==> src/design/isa_pkg.sv <==
package isa_pkg;

    localparam int xlen       = 32;
    localparam int reg_addr_w = 5;

    // funct7 patterns that separate the base and alternate ALU operations
    localparam logic [6:0] funct7_base = 7'b0000000;
    localparam logic [6:0] funct7_alt  = 7'b0100000;

    // The system class is told apart by the I immediate
    localparam logic [11:0] imm12_ecall  = 12'h000;
    localparam logic [11:0] imm12_ebreak = 12'h001;

    typedef enum logic [6:0] {
        opc_lui    = 7'b0110111,
        opc_auipc  = 7'b0010111,
        opc_jal    = 7'b1101111,
        opc_jalr   = 7'b1100111,
        opc_branch = 7'b1100011,
        opc_load   = 7'b0000011,
        opc_store  = 7'b0100011,
        opc_op_imm = 7'b0010011,
        opc_op     = 7'b0110011,
        opc_system = 7'b1110011
    } opcode_e;

    typedef enum logic [2:0] {
        type_n, type_r, type_i, type_s, type_b, type_u, type_j
    } inst_type_e;

    typedef enum logic [3:0] {
        cls_none, cls_lui, cls_auipc, cls_jal, cls_jalr, cls_branch,
        cls_load, cls_store, cls_op_imm, cls_op, cls_system
    } inst_class_e;

    // One number per supported instruction and inst_inv for anything else
    typedef enum logic [5:0] {
        inst_add, inst_sub, inst_sll, inst_slt, inst_sltu,
        inst_xor, inst_srl, inst_sra, inst_or, inst_and,
        inst_addi, inst_slti, inst_sltiu, inst_xori, inst_ori,
        inst_andi, inst_slli, inst_srli, inst_srai,
        inst_lb, inst_lh, inst_lw, inst_lbu, inst_lhu,
        inst_sb, inst_sh, inst_sw,
        inst_beq, inst_bne, inst_blt, inst_bge, inst_bltu, inst_bgeu,
        inst_lui, inst_auipc, inst_jal, inst_jalr,
        inst_ecall, inst_ebreak,
        inst_inv
    } inst_num_e;

endpackage

==> src/design/decode_pkg.sv <==
package decode_pkg;

    // Instruction word with the pc it was fetched from
    typedef struct packed {
        logic [isa_pkg::xlen-1:0] inst;
        logic [isa_pkg::xlen-1:0] pc;
    } fetch_pkt_t;

    // Fully decoded instruction with its source operands
    typedef struct packed {
        logic [isa_pkg::xlen-1:0]       pc;
        isa_pkg::inst_num_e             inst_num;
        isa_pkg::inst_type_e            inst_type;
        logic [isa_pkg::reg_addr_w-1:0] rd;
        logic [isa_pkg::reg_addr_w-1:0] rs1;
        logic [isa_pkg::reg_addr_w-1:0] rs2;
        logic [isa_pkg::xlen-1:0]       imm;
        logic [isa_pkg::xlen-1:0]       rs1_val;
        logic [isa_pkg::xlen-1:0]       rs2_val;
    } dec_pkt_t;

    // Register file write from a later stage
    typedef struct packed {
        logic                           en;
        logic [isa_pkg::reg_addr_w-1:0] addr;
        logic [isa_pkg::xlen-1:0]       data;
    } reg_wr_t;

endpackage

==> src/design/fetch_buffer.sv <==
module fetch_buffer (
    input  logic                   clk,
    input  logic                   rst_n,
    input  decode_pkg::fetch_pkt_t in_pkt,
    input  logic                   in_valid,
    output logic                   in_ready,
    output decode_pkg::fetch_pkt_t buf_pkt,
    output logic                   buf_valid,
    input  logic                   buf_ready
);
    import decode_pkg::*;

    typedef enum logic [1:0] {
        st_empty, st_main, st_full
    } occ_e;

    occ_e       state;
    fetch_pkt_t main_q;
    fetch_pkt_t spare_q;
    logic       push;
    logic       pop;

    // Ready comes from occupancy alone, so no combinational path to buf_ready
    assign in_ready  = (state != st_full);
    assign buf_valid = (state != st_empty);
    assign buf_pkt   = main_q;

    assign push = in_valid && in_ready;
    assign pop  = buf_valid && buf_ready;

    always_ff @(posedge clk) begin
        if (!rst_n) begin
            state <= st_empty;
        end else begin
            case (state)
                st_empty: if (push) state <= st_main;
                st_main: begin
                    if (push && !pop) state <= st_full;
                    else if (!push && pop) state <= st_empty;
                end
                st_full: if (pop) state <= st_main;
                default: state <= st_empty;
            endcase
        end
    end

    always_ff @(posedge clk) begin
        if (state == st_full) begin
            if (pop) main_q <= spare_q;
        end else if (push) begin
            // With the main entry staying put the new word goes to the spare
            if (state == st_main && !pop) spare_q <= in_pkt;
            else main_q <= in_pkt;
        end
    end

endmodule

==> src/design/opcode_decode.sv <==
module opcode_decode (
    input  logic [31:0]          inst,
    output isa_pkg::inst_class_e inst_class,
    output isa_pkg::inst_type_e  inst_type,
    output logic [4:0]           rd,
    output logic [4:0]           rs1,
    output logic [4:0]           rs2,
    output logic [31:0]          imm
);
    import isa_pkg::*;

    assign rd  = inst[11:7];
    assign rs1 = inst[19:15];
    assign rs2 = inst[24:20];

    always_comb begin
        case (inst[6:0])
            opc_lui: begin
                inst_class = cls_lui;
                inst_type  = type_u;
            end
            opc_auipc: begin
                inst_class = cls_auipc;
                inst_type  = type_u;
            end
            opc_jal: begin
                inst_class = cls_jal;
                inst_type  = type_j;
            end
            opc_jalr: begin
                inst_class = cls_jalr;
                inst_type  = type_i;
            end
            opc_branch: begin
                inst_class = cls_branch;
                inst_type  = type_b;
            end
            opc_load: begin
                inst_class = cls_load;
                inst_type  = type_i;
            end
            opc_store: begin
                inst_class = cls_store;
                inst_type  = type_s;
            end
            opc_op_imm: begin
                inst_class = cls_op_imm;
                inst_type  = type_i;
            end
            opc_op: begin
                inst_class = cls_op;
                inst_type  = type_r;
            end
            opc_system: begin
                inst_class = cls_system;
                inst_type  = type_i;
            end
            default: begin
                inst_class = cls_none;
                inst_type  = type_n;
            end
        endcase
    end

    // The sign bit is always inst[31] and the formats only scatter the rest
    always_comb begin
        case (inst_type)
            type_i:  imm = {{20{inst[31]}}, inst[31:20]};
            type_s:  imm = {{20{inst[31]}}, inst[31:25], inst[11:7]};
            type_b:  imm = {{20{inst[31]}}, inst[7], inst[30:25], inst[11:8], 1'b0};
            type_u:  imm = {inst[31:12], 12'b0};
            type_j:  imm = {{12{inst[31]}}, inst[19:12], inst[20], inst[30:21], 1'b0};
            default: imm = '0;
        endcase
    end

endmodule

==> src/design/funct_decode.sv <==
module funct_decode (
    input  isa_pkg::inst_class_e inst_class,
    input  logic [2:0]           funct3,
    input  logic [6:0]           funct7,
    input  logic [11:0]          imm12,
    output isa_pkg::inst_num_e   inst_num
);
    import isa_pkg::*;

    always_comb begin
        inst_num = inst_inv;
        case (inst_class)
            cls_lui:   inst_num = inst_lui;
            cls_auipc: inst_num = inst_auipc;
            cls_jal:   inst_num = inst_jal;
            cls_jalr:  if (funct3 == 3'b000) inst_num = inst_jalr;
            cls_branch: begin
                case (funct3)
                    3'b000:  inst_num = inst_beq;
                    3'b001:  inst_num = inst_bne;
                    3'b100:  inst_num = inst_blt;
                    3'b101:  inst_num = inst_bge;
                    3'b110:  inst_num = inst_bltu;
                    3'b111:  inst_num = inst_bgeu;
                    default: inst_num = inst_inv;
                endcase
            end
            cls_load: begin
                case (funct3)
                    3'b000:  inst_num = inst_lb;
                    3'b001:  inst_num = inst_lh;
                    3'b010:  inst_num = inst_lw;
                    3'b100:  inst_num = inst_lbu;
                    3'b101:  inst_num = inst_lhu;
                    default: inst_num = inst_inv;
                endcase
            end
            cls_store: begin
                case (funct3)
                    3'b000:  inst_num = inst_sb;
                    3'b001:  inst_num = inst_sh;
                    3'b010:  inst_num = inst_sw;
                    default: inst_num = inst_inv;
                endcase
            end
            cls_op_imm: begin
                case (funct3)
                    3'b000: inst_num = inst_addi;
                    3'b010: inst_num = inst_slti;
                    3'b011: inst_num = inst_sltiu;
                    3'b100: inst_num = inst_xori;
                    3'b110: inst_num = inst_ori;
                    3'b111: inst_num = inst_andi;
                    // Shift amounts use the low five immediate bits only
                    3'b001: if (funct7 == funct7_base) inst_num = inst_slli;
                    3'b101: begin
                        if (funct7 == funct7_base) inst_num = inst_srli;
                        else if (funct7 == funct7_alt) inst_num = inst_srai;
                    end
                    default: inst_num = inst_inv;
                endcase
            end
            cls_op: begin
                if (funct7 == funct7_base) begin
                    case (funct3)
                        3'b000:  inst_num = inst_add;
                        3'b001:  inst_num = inst_sll;
                        3'b010:  inst_num = inst_slt;
                        3'b011:  inst_num = inst_sltu;
                        3'b100:  inst_num = inst_xor;
                        3'b101:  inst_num = inst_srl;
                        3'b110:  inst_num = inst_or;
                        default: inst_num = inst_and;
                    endcase
                end else if (funct7 == funct7_alt) begin
                    if (funct3 == 3'b000) inst_num = inst_sub;
                    else if (funct3 == 3'b101) inst_num = inst_sra;
                end
            end
            cls_system: begin
                if (funct3 == 3'b000 && imm12 == imm12_ecall) inst_num = inst_ecall;
                else if (funct3 == 3'b000 && imm12 == imm12_ebreak) inst_num = inst_ebreak;
            end
            default: inst_num = inst_inv;
        endcase
    end

endmodule

==> src/design/operand_read.sv <==
module operand_read (
    input  logic                 clk,
    input  logic                 rst_n,
    input  decode_pkg::dec_pkt_t pkt_in,
    input  logic                 in_valid,
    output logic                 in_ready,
    input  decode_pkg::reg_wr_t  wr,
    output decode_pkg::dec_pkt_t out_pkt,
    output logic                 out_valid,
    input  logic                 out_ready
);
    import isa_pkg::*;
    import decode_pkg::*;

    logic [xlen-1:0] regs [1:31];
    dec_pkt_t        next_pkt;
    logic            xfer;

    // Register 0 is hardwired, and a same-edge write wins over the stored value
    function automatic logic [xlen-1:0] read_port(input logic [reg_addr_w-1:0] addr);
        logic [xlen-1:0] val;
        val = '0;
        if (addr != '0) begin
            if (wr.en && wr.addr == addr) val = wr.data;
            else val = regs[addr];
        end
        return val;
    endfunction

    always_ff @(posedge clk) begin
        if (!rst_n) begin
            for (int r = 1; r < 32; r++) begin
                regs[r] <= '0;
            end
        end else if (wr.en && wr.addr != '0) begin
            regs[wr.addr] <= wr.data;
        end
    end

    assign in_ready = !out_valid || out_ready;
    assign xfer     = in_valid && in_ready;

    always_comb begin
        next_pkt         = pkt_in;
        next_pkt.rs1_val = read_port(pkt_in.rs1);
        next_pkt.rs2_val = read_port(pkt_in.rs2);
        // Bad funct fields on a legal opcode still leave as format n
        if (pkt_in.inst_num == inst_inv) begin
            next_pkt.inst_type = type_n;
            next_pkt.imm       = '0;
        end
    end

    always_ff @(posedge clk) begin
        if (!rst_n) begin
            out_valid <= 1'b0;
        end else if (xfer) begin
            out_valid <= 1'b1;
        end else if (out_ready) begin
            out_valid <= 1'b0;
        end
    end

    always_ff @(posedge clk) begin
        if (xfer) out_pkt <= next_pkt;
    end

endmodule

==> src/design/decode_top.sv <==
module decode_top (
    input  logic                   clk,
    input  logic                   rst_n,
    input  decode_pkg::fetch_pkt_t in_pkt,
    input  logic                   in_valid,
    output logic                   in_ready,
    input  decode_pkg::reg_wr_t    wr,
    output decode_pkg::dec_pkt_t   out_pkt,
    output logic                   out_valid,
    input  logic                   out_ready
);
    import isa_pkg::*;
    import decode_pkg::*;

    fetch_pkt_t             buf_pkt;
    logic                   buf_valid;
    logic                   buf_ready;
    inst_class_e            inst_class;
    inst_type_e             inst_type;
    inst_num_e              inst_num;
    logic [reg_addr_w-1:0]  rd;
    logic [reg_addr_w-1:0]  rs1;
    logic [reg_addr_w-1:0]  rs2;
    logic [xlen-1:0]        imm;
    dec_pkt_t               dec_pkt;

    fetch_buffer i_fetch_buffer (
        .clk      (clk),
        .rst_n    (rst_n),
        .in_pkt   (in_pkt),
        .in_valid (in_valid),
        .in_ready (in_ready),
        .buf_pkt  (buf_pkt),
        .buf_valid(buf_valid),
        .buf_ready(buf_ready)
    );

    opcode_decode i_opcode_decode (
        .inst      (buf_pkt.inst),
        .inst_class(inst_class),
        .inst_type (inst_type),
        .rd        (rd),
        .rs1       (rs1),
        .rs2       (rs2),
        .imm       (imm)
    );

    funct_decode i_funct_decode (
        .inst_class(inst_class),
        .funct3    (buf_pkt.inst[14:12]),
        .funct7    (buf_pkt.inst[31:25]),
        .imm12     (buf_pkt.inst[31:20]),
        .inst_num  (inst_num)
    );

    // Operand values are filled in by operand_read
    assign dec_pkt = '{pc: buf_pkt.pc, inst_num: inst_num, inst_type: inst_type,
                       rd: rd, rs1: rs1, rs2: rs2, imm: imm,
                       rs1_val: '0, rs2_val: '0};

    operand_read i_operand_read (
        .clk      (clk),
        .rst_n    (rst_n),
        .pkt_in   (dec_pkt),
        .in_valid (buf_valid),
        .in_ready (buf_ready),
        .wr       (wr),
        .out_pkt  (out_pkt),
        .out_valid(out_valid),
        .out_ready(out_ready)
    );

endmodule

==> config.mk <==
export PLATFORM = sky130hd
export DESIGN_NAME = decode_top
export DESIGN_NICKNAME = d
export VERILOG_FILES = /design/src/design/isa_pkg.sv /design/src/design/decode_pkg.sv /design/src/design/fetch_buffer.sv /design/src/design/opcode_decode.sv /design/src/design/funct_decode.sv /design/src/design/operand_read.sv /design/src/design/decode_top.sv
export SDC_FILE = /design/constraint.sdc
export NUM_CORES = 2
export LEC_CHECK = 0
export BUFFER_PORTS_ARGS = -buffer_cell sky130_fd_sc_hd__buf_2
export CORE_MARGIN = 10
export CORE_UTILIZATION = 56
export CTS_CLUSTER_DIAMETER = 60
export DETAILED_ROUTE_END_ITERATION = 8
export HOLD_SLACK_MARGIN = 0.08
export PLACE_DENSITY_LB_ADDON = 0.08
export REMOVE_ABC_BUFFERS = 1
export SLEW_MARGIN = 20
export SYNTH_ARGS = -nofsm -noshare
export SYNTH_HDL_FRONTEND = slang
export SYNTH_SLANG_ARGS = --single-unit
==> constraint.sdc <==
create_clock -name clk -period 6.9 [get_ports clk]
set_input_delay 0 -clock clk [delete_from_list [all_inputs] [get_ports clk]]
set_output_delay 0 -clock clk [all_outputs]
set_load 0.05 [all_outputs]
Word level (Yosys, flattened, before mapping)
Memory sizes are Yosys's and may differ from the RTL's. A register that Yosys moved wholly into a read port is not among the register bits.
Cells that the tools add are included.
Widths: inputs -> output; s select.
{"block": "word_totals", "reg_bits": 283, "mem_bits_rw": 992, "in_bits": 106, "mem_count": 1}
{"memory": "i_operand_read.regs", "words": 31, "width": 32, "rd": 2, "rd_ports_with_merged_regs": 2, "write_ports": 31, "line": "operand_read.sv:15", "rtl": "logic [xlen-1:0] regs [1:31];"}
{"block": "classes", "eq_ne": 44, "n_mux": 41, "bitwise": 1, "reduce_logical": 30}
{"cell": "$mux 64", "n": 4}
{"cell": "$pmux 32 s5", "n": 1}
{"cell": "$mux 32", "n": 3}
{"cell": "$pmux 6 s10", "n": 1}
{"cell": "$mux 6", "n": 8}
{"cell": "$pmux 6 s8", "n": 1}
{"cell": "$pmux 4 s10", "n": 1}
{"cell": "$pmux 6 s6", "n": 1}
{"cell": "$reduce_or 32->1", "n": 1}
{"cell": "$pmux 6 s5", "n": 1}
{"cell": "$eq 7x6->1 const B", "n": 4}
{"cell": "$eq 7x7->1 const B", "n": 4}
{"cell": "$pmux 4 s7", "n": 1}
{"cell": "$eq 3x3->1 const B", "n": 7}
{"cell": "$pmux 3 s6", "n": 1}
{"cell": "$pmux 6 s3", "n": 1}
{"cell": "$eq 4x3->1 const B", "n": 4}
{"cell": "$mux 5", "n": 3}
{"cell": "$reduce_bool 5->1", "n": 3}
{"cell": "$eq 7x5->1 const B", "n": 2}
{"cell": "$eq 12x1->1 const B", "n": 1}
{"cell": "$eq 3x2->1 const B", "n": 4}
{"cell": "$eq 4x4->1 const B", "n": 3}
{"cell": "$logic_not 12->1", "n": 1}
{"cell": "other kinds (25)", "n": 55}

Longest topological paths before layout
{"block": "logic_depth", "word_depth": 9, "mapped_depth": 9}

By module
A second synthesis with hierarchy kept.
{"block": "hier_totals", "hier_cells": 4347, "hier_area_um2": 66018.3}
{"mod": "operand_read", "instances": 1, "cells_per_inst": 3753, "area_each_um2": 59614.7, "seq_area_each_um2": 35333.9}
{"mod": "fetch_buffer", "instances": 1, "cells_per_inst": 354, "area_each_um2": 4870.9, "seq_area_each_um2": 3883.7}
{"mod": "opcode_decode", "instances": 1, "cells_per_inst": 130, "area_each_um2": 858.3, "seq_area_each_um2": 0.0}
{"mod": "funct_decode", "instances": 1, "cells_per_inst": 109, "area_each_um2": 670.6, "seq_area_each_um2": 0.0}
{"mod": "decode_top", "instances": 1, "cells_per_inst": 1, "area_each_um2": 3.8, "seq_area_each_um2": 0.0}

Least setup slack after synthesis
No wires, ideal clock.
{"block": "synth_timing", "path_type": "flip-flop to flip-flop", "startpoint": "reg i_operand_read.out_valid", "endpoint": "reg, netlist name i_operand_read.out_pkt[0]", "t_arrival_ns": 7.055, "setup_slack_ns": -0.823, "path_stages_with_launch": 3, "synth_period_minus_slack_ns": 7.723, "cell_sequence": "dfxtp_1 -> nor2b_1 -> nor2_1"}
{"block": "synth_between", "elab_chain_cells": 3}
{"item": "from (decl)", "line": "operand_read.sv:9", "rtl": "output logic out_valid,"}
{"item": "from (signal assigned)", "line": "operand_read.sv:56", "rtl": "out_valid <= 1'b0;"}
{"item": "from (signal assigned)", "line": "operand_read.sv:58", "rtl": "out_valid <= 1'b1;"}
{"item": "from (signal assigned)", "line": "operand_read.sv:60", "rtl": "out_valid <= 1'b0;"}
{"item": "$logic_not 1->1", "line": "operand_read.sv:40", "rtl": "assign in_ready = !out_valid || out_ready;"}
{"item": "$logic_or 1x1->1", "line": "operand_read.sv:40"}
{"item": "$logic_and 1x1->1"}
{"item": "named net i_fetch_buffer.pop", "line": "fetch_buffer.sv:21", "rtl": "logic pop;"}
The timed path passes the listed nets, and every way through them passes these cells.
A chain may end at the register's enable or synchronous reset.

Worst setup path after layout
{"block": "layout_timing", "startpoint": "reg i_fetch_buffer.main_q, in the netlist i_fetch_buffer.buf_pkt[34]", "endpoint": "reg, netlist name i_operand_read.out_pkt[80]"}
{"block": "layout_between", "elab_chain_cells": 5, "word_cells_on_any_way": 32, "classes_between": "26 x eq/ne; 4 x mux; 2 x reduce/logical"}
{"item": "from (decl)", "line": "fetch_buffer.sv:18", "rtl": "fetch_pkt_t main_q;"}
{"item": "from (signal assigned)", "line": "fetch_buffer.sv:49", "rtl": "if (pop) main_q <= spare_q;"}
{"item": "from (signal assigned)", "line": "fetch_buffer.sv:53", "rtl": "else main_q <= in_pkt;"}
{"item": "$eq 7x7->1, or another cell as far along", "line": "opcode_decode.sv:17", "rtl": "case (inst[6:0])"}
{"item": "$pmux 4 s10, or another cell as far along", "line": "opcode_decode.sv:17"}
{"item": "$eq 4x4->1, or another cell as far along", "line": "funct_decode.sv:12", "rtl": "case (inst_class)"}
{"item": "$pmux 6 s10, or another cell as far along", "line": "funct_decode.sv:12"}
{"item": "$eq 6x6->1 / $pmux 32 s5 (equally long branches)", "line": "operand_read.sv:48, opcode_decode.sv:67"}
Several ways; a longest one is shown, not always the timed one.

==> flow_summary_export.csv <==
group,metric,value,unit
place,dp_hpwl,108200,um
clocking,cts_tree,"built",
logic_synthesis,synthArstFlopShare,0,%
power_and_ir_drop,ir_drop,249.5,uV
setup_path,critPathMaxFanout,35,
power_and_ir_drop,p_leak,25.95,nW
finish,final_common_cell,"edfxtp_1",
die,start_util,56.62,%
place,place_ws,3.188,ns
setup_path,startpoint_type,"flip-flop",
finish,mostFrequentLayoutCells,"edfxtp_1, and2_1, mux4_2",
clocking,clkTransAtPathRegs,0.06,ns
timing,fin_ws,3.115,ns
clocking,post_cts_resized,0,
power_and_ir_drop,power.density,269.2,mW/mm2
timing,worst_slew_pin_slew,1.135,ns
timing,holdWs,0.1200,ns
setup_path,r2r_cells,6,
global_routing,grt_pass1_wl,299100,um
die,ios,260,
global_routing,grt_usage,32.08,%
timing,min_period,3.785,ns
routing,first_pass_iters,5,
place,dpl_cell_area,0.06924,mm2
global_routing,grt_start_max_net_pins,87,
timing,skew,0.03620,ns
finish,post-route-util,64.68,%
finish,drive_gt1_share,29.34,%
timing,setup_viol,0,
routing,wl_per_cell,35.02,um
routing,route.detailed.drc,0,
timing,drv_slew,0,
finish,final_area,0.07547,mm2
logic_synthesis,syn_area,0.06606,mm2
logic_synthesis,synth.avg_cell_area,16.14,um2
routing,viasPerCell,6.733,
run_status,run_status,"complete, no violations",
routing,num_vias,40540,
clocking,clockRootBuffer,"clkbuf_16",
clocking,cts_buffer_depth,3,
logic_synthesis,ys_ff_latch,1317,
timing,rsz0062_at_grt,"no",
hold_path,hold_class,"primary input to flip-flop",
setup_path,cp.required,7.34,ns
clocking,insertion_delay,0.77,ns
timing,fmax,264.2,MHz
setup_path,endpoint_kind,"flip-flop",
clocking,cts_buffers,145,
routing,ant_nets,0,
global_routing,grt_pass1_vias,40700,
timing,setup_tns,0,ns
logic_synthesis,netlist_instances,4092,
logic_synthesis,synth_edf_count,1304,
logic_synthesis,synth_flop_cell,"edfxtp_1",
routing,wl,210900,um
die,fp.dieArea,0.1321,mm2
place,port_buffers,259,
finish,fin_nets,4489,
setup_path,worstSetupPathType,"flip-flop to flip-flop",
die,die_width,363.5,um
die,core-area,0.1167,mm2
setup_path,arrival,4.23,ns
die,rows,125,
clocking,htreeDepth,4,
clocking,cts_sinks,1317,
logic_synthesis,yosys_warnings,0,
timing,timing.final.crit_share,54.86,%
routing,drtIter0Drc,6379,
logic_synthesis,ys_seq_area_share,59.67,%
place,place_congestion,0.8541,
timing,relSlewSlack,23.29,%
job,cap_violations,0,
hold_path,whs_path_depth,4,
logic_synthesis,yosysUniqueCellTypes,75,
global_routing,gr-total-overflow,0,
global_routing,antenna_found_initial,25,
finish,area_delta_synth_final,14.25,%
timing,hold_viol_final,0,
die,die_h,363.5,um
-- power breakdown --
| group | switching (mW) | internal (mW) |
|---|---|---|
| logic | 1.70 | 1.38 |
| clock network | 3.22 | 4.32 |
| registers | 0.378 | 9.33 |
-- per-stage QoR --
step,power (mW),instances
2_1_floorplan,12.25,3705
3_3_place_gp,12.79,5593
3_5_place_dp,12.84,5593
4_1_cts,20.36,6013
5_1_grt,20.87,6015
6_report,20.31,6021
-- synthesized netlist by cell type, drive strengths merged, types with 3 or more instances --
library cell | count | area share, %
inv | 7 | 0.040
nand3 | 19 | 0.14
a211oi | 65 | 0.74
nand2b | 7 | 0.066
xor2 | 8 | 0.11
nor2b | 14 | 0.13
dfxtp | 13 | 0.39
buf | 111 | 0.87
a31oi | 39 | 0.47
nand3b | 4 | 0.045
and3 | 3 | 0.028
clkbuf | 307 | 1.7
mux2 | 11 | 0.19
edfxtp | 1304 | 59
nor2 | 110 | 0.64
o21ai | 43 | 0.33
or3 | 3 | 0.036
nand4 | 4 | 0.047
mux4 | 640 | 22
a21oi | 35 | 0.27
a22oi | 4 | 0.045
nor3 | 7 | 0.078
and2 | 995 | 9.4
mux2i | 66 | 1.0
nand2 | 217 | 1.2
nor4 | 5 | 0.070
nand4b | 3 | 0.063
o211ai | 6 | 0.097
-- registers in the layout, summed over array words and instances (netlist names), named ones only --
signal                    flops
i_operand_read.out_valid      1
i_fetch_buffer.buf_pkt       64
i_fetch_buffer.state          2
i_operand_read.regs        1024
i_fetch_buffer.spare_q       64
i_operand_read.out_pkt      152
-- metal layers --
layer | part of all wire, % | global-route usage, %
met5 | 0.0090 | 0
met4 | 4.1 | 11.90
met3 | 13 | 8.605
met2 | 47 | 50.61
met1 | 35 | 42.91
-- repair_timing --
item / in CTS / in global routing
buffers inserted: 0 / 0
hold buffers: 167 / 0
endpoints found under the hold margin: 1240 / 0
-- path summary, 6_finish.rpt --
| kind | from | to | slack [ns] |
|---|---|---|---|
| worst max-delay path | i_fetch_buffer.buf_pkt[34]$_DFFE_PP_ | i_operand_read.out_pkt[80]$_SDFFCE_PN0P_ | 3.11 |
| worst min-delay path | in_pkt[7] | i_fetch_buffer.buf_pkt[7]$_DFFE_PP_ | 0.12 |
| worst max register to register | i_fetch_buffer.buf_pkt[34]$_DFFE_PP_ | i_operand_read.out_pkt[80]$_SDFFCE_PN0P_ | 3.11 |
| worst min register to register | i_fetch_buffer.buf_pkt[27]$_DFFE_PP_ | i_operand_read.out_pkt[147]$_DFFE_PP_ | 0.42 |
-- cell type report --
class	instances	area [um2]
fill	8146	41210
sequential	1317	39450
multi-input combinational	2381	25670
timing repair buffer	531	3859
clock buffer	183	3835
tap	1524	1907
clock inverter	70	694.4
inverter	7	26.28
antenna	8	20.02
-- cells by family (layout without fill, tap and decap cells) --
family          count (synthesis)  in the layout  share of synthesized area (%)
mux                           717            717                          23.01
buf+inv                       425            791                          2.654
other cells                     1             40                       0.005677
flops                        1317           1317                          59.67
xor+xnor                       10             10                         0.1326
compound gates                217            217                          2.300
simple gates                 1405           1405                          12.23
-- worst max-delay path, stage by stage, from the launching register on --
cell      delay (ns)
edfxtp_1        0.66
nor4bb_1        1.04
nand4_1         0.22
a21boi_1        0.33
nor4b_4         0.10
a31oi_4         0.89
a31oi_1         0.20
No activity file was read; power rests on OpenSTA's default activity.
